File: src/rtl/tcp_settings.svh
`ifndef TCP_SETTINGS_SVH
`define TCP_SETTINGS_SVH

// Cycles from the first unacknowledged segment to a forced ACK request
`define TCP_ACK_TIMEOUT 20

// Accepted payload segments that request an ACK at once
`define TCP_FORCE_ACK_PACKETS 4

`endif

File: src/rtl/tcp_pkg.sv
package tcp_pkg;

  // TCP flag byte, MSB first as on the wire
  typedef struct packed {
    logic cwr;
    logic ece;
    logic urg;
    logic ack;
    logic psh;
    logic rst;
    logic syn;
    logic fin;
  } tcp_flags_t;

  // 20-byte fixed header, src_port in the top bits
  typedef struct packed {
    logic [15:0] src_port;
    logic [15:0] dst_port;
    logic [31:0] seq_num;
    logic [31:0] ack_num;
    logic [3:0]  data_off; // Header length in 32-bit words
    logic [3:0]  rsvd;
    tcp_flags_t  flags;
    logic [15:0] win;
    logic [15:0] chksum;
    logic [15:0] urg_ptr;
  } tcp_hdr_t;

  typedef struct packed {
    logic        val;
    logic        sof;
    logic        eof;
    logic        err;
    logic [7:0]  dat;
    logic [15:0] seg_len; // Valid on sof
  } tcp_strm_t;

  typedef struct packed {
    logic       val;
    logic       err;
    logic       eof;
    logic [7:0] dat;
  } tcp_data_t;

  typedef struct packed {
    logic        val;     // One-cycle pulse per parsed header
    tcp_hdr_t    hdr;
    logic [15:0] pld_len;
  } tcp_meta_t;

  // Connection block
  typedef struct packed {
    logic [15:0] loc_port;
    logic [15:0] rem_port;
    logic [31:0] rem_seq;  // Starting local ACK number
  } tcp_tcb_t;

  typedef enum logic {
    tcp_closed,
    tcp_connected
  } tcp_status_t;

endpackage

File: src/rtl/tcp_rx_hdr_parse.sv
`timescale 1ns/1ns

module tcp_rx_hdr_parse (
  input  logic               clk,
  input  logic               rst,
  input  tcp_pkg::tcp_strm_t rx,
  output tcp_pkg::tcp_meta_t meta,
  output tcp_pkg::tcp_strm_t pld
);

  logic             in_hdr;    // Taking header or option bytes
  logic             in_pld;    // Taking payload bytes
  logic             first_pld; // Next payload byte is the first one
  logic [5:0]       byte_cnt;  // Index of the current header byte
  logic [159:0]     hdr_q;
  logic [159:0]     hdr_nxt;
  logic [3:0]       off_q;
  logic [5:0]       hlen;
  logic [15:0]      seg_len_q;
  logic [15:0]      pld_len_nxt;
  logic             hdr_last;

  logic             meta_val;
  tcp_pkg::tcp_hdr_t meta_hdr;
  logic [15:0]      meta_len;

  logic             pld_val;
  logic             pld_sof;
  logic             pld_eof;
  logic             pld_err;
  logic [7:0]       pld_dat;

  // Header bytes shift in MSB first, options leave the register alone
  assign hdr_nxt = (rx.sof || byte_cnt < 6'd20) ? {hdr_q[151:0], rx.dat} : hdr_q;

  // data_off below 5 is malformed, treat it as a bare header
  assign hlen = (off_q < 4'd5) ? 6'd20 : {off_q, 2'b00};

  assign hdr_last = rx.val && !rx.sof && in_hdr &&
                    (byte_cnt >= 6'd19) && (byte_cnt == hlen - 6'd1);

  assign pld_len_nxt = (seg_len_q > {10'd0, hlen}) ? seg_len_q - {10'd0, hlen} : 16'd0;

  always_ff @(posedge clk) begin
    if (rst) begin
      in_hdr    <= 1'b0;
      in_pld    <= 1'b0;
      first_pld <= 1'b0;
      meta_val  <= 1'b0;
      pld_val   <= 1'b0;
    end else begin
      meta_val <= 1'b0;
      pld_val  <= rx.val && in_pld && !rx.sof;
      if (rx.val) begin
        if (rx.sof) begin
          // New segment restarts the parse, even mid-segment
          in_hdr <= !rx.eof;
          in_pld <= 1'b0;
        end else if (in_hdr) begin
          if (hdr_last) begin
            in_hdr    <= 1'b0;
            in_pld    <= !rx.eof;
            first_pld <= 1'b1;
            meta_val  <= 1'b1;
          end else if (rx.eof) begin
            in_hdr <= 1'b0; // Truncated header, drop
          end
        end else if (in_pld) begin
          first_pld <= 1'b0;
          if (rx.eof) begin
            in_pld <= 1'b0;
          end
        end
      end
    end
  end

  always_ff @(posedge clk) begin
    if (rx.val && (rx.sof || in_hdr)) begin
      hdr_q    <= hdr_nxt;
      byte_cnt <= rx.sof ? 6'd1 : byte_cnt + 6'd1;
    end
    if (rx.val && rx.sof) begin
      seg_len_q <= rx.seg_len;
    end
    // Byte 12 carries data_off in its upper nibble
    if (rx.val && !rx.sof && in_hdr && byte_cnt == 6'd12) begin
      off_q <= rx.dat[7:4];
    end
    if (hdr_last) begin
      meta_hdr <= hdr_nxt;
      meta_len <= pld_len_nxt;
    end
    pld_dat <= rx.dat;
    pld_eof <= rx.eof;
    pld_err <= rx.err;
    pld_sof <= first_pld;
  end

  assign meta = '{val: meta_val, hdr: meta_hdr, pld_len: meta_len};

  assign pld = '{
    val:     pld_val,
    sof:     pld_sof,
    eof:     pld_eof,
    err:     pld_err,
    dat:     pld_dat,
    seg_len: meta_len // Payload length of the current segment
  };

endmodule

File: src/rtl/tcp_rx_ack.sv
`timescale 1ns/1ns
`include "tcp_settings.svh"

module tcp_rx_ack #(
  parameter int TIMEOUT           = `TCP_ACK_TIMEOUT,
  parameter int FORCE_ACK_PACKETS = `TCP_FORCE_ACK_PACKETS
) (
  input  logic               clk,
  input  logic               rst,
  input  logic               init,
  input  tcp_pkg::tcp_tcb_t  tcb,
  input  tcp_pkg::tcp_meta_t meta,
  input  tcp_pkg::tcp_strm_t pld,
  input  logic               accept,
  output logic [31:0]        loc_ack,
  output logic               send_ack,
  input  logic               ack_sent
);

  localparam int TMR_W = $clog2(TIMEOUT + 1);
  localparam int CNT_W = $clog2(FORCE_ACK_PACKETS + 1);

  logic             pending;   // Accepted segment still in flight
  logic [15:0]      len_q;
  logic [15:0]      len_cur;
  logic             seg_end;
  logic             good_end;
  logic [CNT_W-1:0] unack_cnt;
  logic [TMR_W-1:0] tmr;
  logic             raise;

  // A one-byte payload ends in the same cycle as its accept
  assign len_cur  = accept ? meta.pld_len : len_q;
  assign seg_end  = pld.val && pld.eof && (pending || accept);
  assign good_end = seg_end && !pld.err;

  // Only one request outstanding at a time
  assign raise = !send_ack &&
                 ((unack_cnt == CNT_W'(FORCE_ACK_PACKETS)) || (tmr == TMR_W'(TIMEOUT)));

  always_ff @(posedge clk) begin
    if (accept) begin
      len_q <= meta.pld_len;
    end
  end

  always_ff @(posedge clk) begin
    if (rst) begin
      pending   <= 1'b0;
      loc_ack   <= '0;
      unack_cnt <= '0;
      tmr       <= '0;
      send_ack  <= 1'b0;
    end else begin
      if (seg_end) begin
        pending <= 1'b0;
      end else if (accept) begin
        pending <= 1'b1;
      end else if (meta.val) begin
        pending <= 1'b0; // Previous segment never finished
      end

      if (init) begin
        loc_ack <= tcb.rem_seq;
      end else if (good_end) begin
        loc_ack <= loc_ack + {16'd0, len_cur};
      end

      if (init) begin
        unack_cnt <= '0;
        tmr       <= '0;
      end else if (raise) begin
        unack_cnt <= good_end ? CNT_W'(1) : '0;
        tmr       <= '0;
      end else begin
        if (good_end && unack_cnt != CNT_W'(FORCE_ACK_PACKETS)) begin
          unack_cnt <= unack_cnt + CNT_W'(1);
        end
        if (unack_cnt != '0 && tmr != TMR_W'(TIMEOUT)) begin
          tmr <= tmr + TMR_W'(1); // Runs from first unacked segment
        end
      end

      if (raise) begin
        send_ack <= 1'b1;
      end else if (ack_sent) begin
        send_ack <= 1'b0;
      end
    end
  end

endmodule

File: src/rtl/tcp_rx_ctl.sv
`timescale 1ns/1ns

module tcp_rx_ctl (
  input  logic                 clk,
  input  logic                 rst,
  input  tcp_pkg::tcp_meta_t   meta,
  input  tcp_pkg::tcp_strm_t   pld,
  input  logic [31:0]          loc_ack,
  input  tcp_pkg::tcp_status_t status,
  input  tcp_pkg::tcp_tcb_t    tcb,
  output logic                 accept,
  output tcp_pkg::tcp_data_t   data
);

  logic       port_ok;
  logic       seq_ok;
  logic       hit;
  logic       receiving; // Current segment passed the filter

  logic       val_q;
  logic       eof_q;
  logic       err_q;
  logic [7:0] dat_q;

  // Remote sends from rem_port to our loc_port
  assign port_ok = (meta.hdr.src_port == tcb.rem_port) &&
                   (meta.hdr.dst_port == tcb.loc_port);

  assign seq_ok = (meta.hdr.seq_num == loc_ack); // In-order only

  assign hit = meta.val && port_ok && seq_ok &&
               (status == tcp_pkg::tcp_connected) && (meta.pld_len != 16'd0);

  always_ff @(posedge clk) begin
    if (rst) begin
      accept    <= 1'b0;
      receiving <= 1'b0;
      val_q     <= 1'b0;
    end else begin
      accept <= hit;
      val_q  <= pld.val;
      // Every new header decides afresh
      if (meta.val) begin
        receiving <= hit;
      end else if (val_q && eof_q) begin
        receiving <= 1'b0;
      end
    end
  end

  always_ff @(posedge clk) begin
    dat_q <= pld.dat;
    eof_q <= pld.eof;
    err_q <= pld.err;
  end

  // Rejected payload never reaches the user
  assign data.val = receiving && val_q;
  assign data.eof = receiving && eof_q;
  assign data.err = receiving && err_q;
  assign data.dat = dat_q;

endmodule

File: src/rtl/tcp_rx.sv
`timescale 1ns/1ns

module tcp_rx (
  input  logic                 clk,
  input  logic                 rst,
  input  tcp_pkg::tcp_strm_t   rx,
  input  tcp_pkg::tcp_tcb_t    tcb,
  input  logic                 init,
  input  tcp_pkg::tcp_status_t status,
  output tcp_pkg::tcp_data_t   data,
  output logic [31:0]          loc_ack,
  output logic                 send_ack,
  input  logic                 ack_sent
);

  tcp_pkg::tcp_meta_t meta;
  tcp_pkg::tcp_strm_t pld;
  logic               accept;

  tcp_rx_hdr_parse u_hdr_parse (
    .clk  (clk),
    .rst  (rst),
    .rx   (rx),
    .meta (meta),
    .pld  (pld)
  );

  tcp_rx_ctl u_ctl (
    .clk     (clk),
    .rst     (rst),
    .meta    (meta),
    .pld     (pld),
    .loc_ack (loc_ack),
    .status  (status),
    .tcb     (tcb),
    .accept  (accept),
    .data    (data)
  );

  tcp_rx_ack u_ack (
    .clk      (clk),
    .rst      (rst),
    .init     (init),
    .tcb      (tcb),
    .meta     (meta),
    .pld      (pld),
    .accept   (accept),
    .loc_ack  (loc_ack),
    .send_ack (send_ack),
    .ack_sent (ack_sent)
  );

endmodule

File: config.mk
export PLATFORM = sky130hd
export DESIGN_NAME = tcp_rx
export DESIGN_NICKNAME = d
export VERILOG_FILES = /design/src/rtl/tcp_pkg.sv /design/src/rtl/tcp_rx_hdr_parse.sv /design/src/rtl/tcp_rx_ack.sv /design/src/rtl/tcp_rx_ctl.sv /design/src/rtl/tcp_rx.sv
export VERILOG_INCLUDE_DIRS = /design/src /design/src/rtl
export SDC_FILE = /design/constraint.sdc
export NUM_CORES = 1
export LEC_CHECK = 0
export BUFFER_PORTS_ARGS = -buffer_cell sky130_fd_sc_hd__buf_2
export CORE_UTILIZATION = 28
export CTS_CLUSTER_SIZE = 30
export DETAILED_ROUTE_END_ITERATION = 16
export GPL_ROUTABILITY_DRIVEN = 0
export PLACE_DENSITY_LB_ADDON = 0.15
export SETUP_SLACK_MARGIN = 0.2
export SYNTH_ARGS = -nofsm -noshare
export SYNTH_HDL_FRONTEND = slang
export SYNTH_HIERARCHICAL = 1
export SYNTH_SLANG_ARGS = --single-unit
File: constraint.sdc
create_clock -name clk -period 13.7 [get_ports clk]
set_input_delay 1.37 -clock clk [delete_from_list [all_inputs] [get_ports clk]]
set_output_delay 1.37 -clock clk [all_outputs]
set_load 0.03 [all_outputs]
==> flow_metrics.env <==
export IMPL_ctsHoldBuffers=0
export IMPL_setup_viol=0
export IMPL_antenna_left=0
export IMPL_grt_max_degree=161
export IMPL_cp_required_ns=14.22
export IMPL_layout_drive_gt1_share_pct=30.1
export IMPL_syn_area_sq_um=15700
export IMPL_r2r_end="u_ack/loc_ack[30]$_SDFFE_PP0P_"
export IMPL_nFillCells=5570
export IMPL_cp_end_kind="register"
export IMPL_holdWs_ns=0.326
export IMPL_syn_area_per_cell_sq_um=13.6
export IMPL_crit_arrival_ns=4.40
export IMPL_rsz0062_at_grt="false"
export IMPL_wirelength_mm=38.0
export IMPL_drtPass1Iterations=4
export IMPL_power_leakage_uw=0.00663
export IMPL_vias=9688
export IMPL_wire_per_inst_um=18.3
export IMPL_final_cell_area_sq_um=18500
export IMPL_hold_path_startpoint="u_hdr_parse/pld_dat[3]$_DFF_P_"
export IMPL_drc=0
export IMPL_cts_tree="done"
export IMPL_ios=141
export IMPL_cts_max_level=2
export IMPL_reg2reg_depth=9
export IMPL_initial_utilization_pct=28.4
export IMPL_antenna_found_initial=1
export IMPL_dp_hpwl_mm=26.5
export IMPL_io_buffers=140
export IMPL_die_area_sq_um=57000
export IMPL_post_dp_cell_area_sq_um=17200
export IMPL_synthCells=1159
export IMPL_die_h_um=239
export IMPL_drv_cap=0
export IMPL_postLayoutSetupSlackWorst_ns=9.81
export IMPL_final_net_count=1426
export IMPL_setup_worst_path_start_class="register"
export IMPL_grt_overflow=0
export IMPL_status="finished clean"
export IMPL_clk_pin_slew_ns=0.06
export IMPL_critPathLaunch="u_ctl/accept$_SDFF_PP0_"
export IMPL_post_cts_resize_count=0
export IMPL_hold_depth=0
export IMPL_clock_skew_ns=0.0314
export IMPL_clockBufferDepth=3
export IMPL_final_period_utilization_pct=28.4
export IMPL_post_cts_setup_buffers=0
export IMPL_cellPowerDensity_nw_per_um2=132
export IMPL_cts_root_buf="clkbuf_16"
export IMPL_clk_latency_ns=0.58
export IMPL_post_route_min_period_ns=3.89
export IMPL_detail_route_vias_per_cell=4.66
export IMPL_timing_setup_tns_ns=0
export IMPL_grt_usage_pct=13.3
export IMPL_max_slew_worst_pin_slew_ns=1.09
export IMPL_synth_warnings=6
export IMPL_cp_max_fo=18
export IMPL_row_count=86
export IMPL_drv_slew=0
export IMPL_syn_num_nets=1285
export IMPL_fin_util_pct=33.4
export IMPL_slew_headroom_pct=27.6
export IMPL_path_class="register to register"
export IMPL_syn2layout_area_growth_pct=17.6
export IMPL_dp_slack_ns=9.42
export IMPL_num_antenna_cells=0
export IMPL_min_path_type="register to register"
export IMPL_numCtsBuffers=41
export IMPL_r2r_start="u_ctl/accept$_SDFF_PP0_"
export IMPL_core_area_sq_um=55300
export IMPL_peakVddDrop_mv=0.0774
export IMPL_grt_pass1_vias=9551
export IMPL_rrSetupSlack_ns=9.81
export IMPL_crit_slowest_cell="dfxtp_1"
export IMPL_grt_pass1_wl_mm=57.5
export IMPL_crit_path_cell_trace="mux2_2, ha_1, fa_1, a21o_1, a221oi_1, a211oi_2, o21ai_1, mux2i_1, o311a_1"
export IMPL_slowest_delay_ns=0.84
export IMPL_max_freq_mhz=257
export IMPL_die_w_um=239
export IMPL_min_to="u_ctl/dat_q[3]$_DFF_P_"
export IMPL_drt_iter0_markers=599
export IMPL_cts_sinks=351
export IMPL_finalHoldViolCount=0
metrics by stage:
stage / cells / total power, uW
floorplan: 1159 / 1370
CTS: 2080 / 2490
global route: 2080 / 2550
detailed placement: 2005 / 1430
finish: 2080 / 2440
global placement: 2005 / 1430
critical path: cells and delay by family (launching register included):
family,cells,cell delay [ns]
AOI/OAI and AO/OA,5,1.67
adders and majority gates,2,0.62
DFF,1,0.84
muxes,2,0.68
where the power goes:
| group | internal [uW] | switching (uW) |
|---|---|---|
| Sequential | 1200 | 33.5 |
| Combinational | 78.2 | 97.8 |
| Clock | 590 | 443 |
| Total | 1870 | 574 |
registers in the layout, indices dropped and copies added (netlist names), 3 cells and up:
| signal | count |
|---|---|
| u_hdr_parse/hdr_q | 160 |
| u_hdr_parse/meta_len | 16 |
| u_hdr_parse/off_q | 4 |
| u_ack/unack_cnt | 3 |
| u_ctl/dat_q | 8 |
| u_hdr_parse/seg_len_q | 16 |
| u_hdr_parse/meta | 64 |
| u_hdr_parse/pld_dat | 8 |
| u_hdr_parse/byte_cnt | 6 |
| u_ack/tmr | 5 |
| u_ack/len_q | 16 |
| u_ack/loc_ack | 32 |
layer usage:
layer	global-route usage, %	share of wire [%]
met1	17.8	47
met5	0	0.034
met3	2.40	4.3
met2	21.3	46
met4	5.23	2.7
worst max-delay path by stage:
stage / endpoint / cells past startpoint / slack (ns)
after floorplan: u_hdr_parse/byte_cnt[0]$_SDFFCE_PP1P_ / 2 / 7.80
after global placement: u_hdr_parse/hdr_q[137]$_DFFE_PP_ / 4 / 9.50
after detailed placement: u_hdr_parse/hdr_q[157]$_DFFE_PP_ / 4 / 9.42
after CTS: u_ack/loc_ack[30]$_SDFFE_PP0P_ / 9 / 9.76
after global routing: u_ack/loc_ack[18]$_SDFFE_PP0P_ / 9 / 9.47
final: u_ack/loc_ack[30]$_SDFFE_PP0P_ / 9 / 9.81
area by class of cell:
| cell class | instances | area [sq um] | area share, % |
|---|---|---|---|
| flip-flops and latches | 351 | 9690 | 52.5 |
| multi-input cells | 708 | 5620 | 30.4 |
| clock buffers | 57 | 1110 | 6.01 |
| well taps | 748 | 936 | 5.07 |
| repair buffers | 147 | 766 | 4.15 |
| inverters | 51 | 193 | 1.04 |
| clock inverters | 18 | 159 | 0.860 |
layout by cell type (no fill, tap or decap), types with 12 or more instances in the layout:
cell       count
dfxtp_1       85
inv_1         48
nor2_1        54
and3_1        12
clkbuf_16     41
a21oi_1       47
clkbuf_1      13
a221oi_1      13
buf_2        140
nor2b_1       12
xnor2_1       37
edfxtp_1     266
o21ai_0       29
nand2_1       38
nand4_1       17
nand2b_1      12
ha_1          27
nor3_1        20
nand3_1       22
mux2_2       176
xor2_1        35
nor4_1        14
Power figures use the tool's default switching activity.
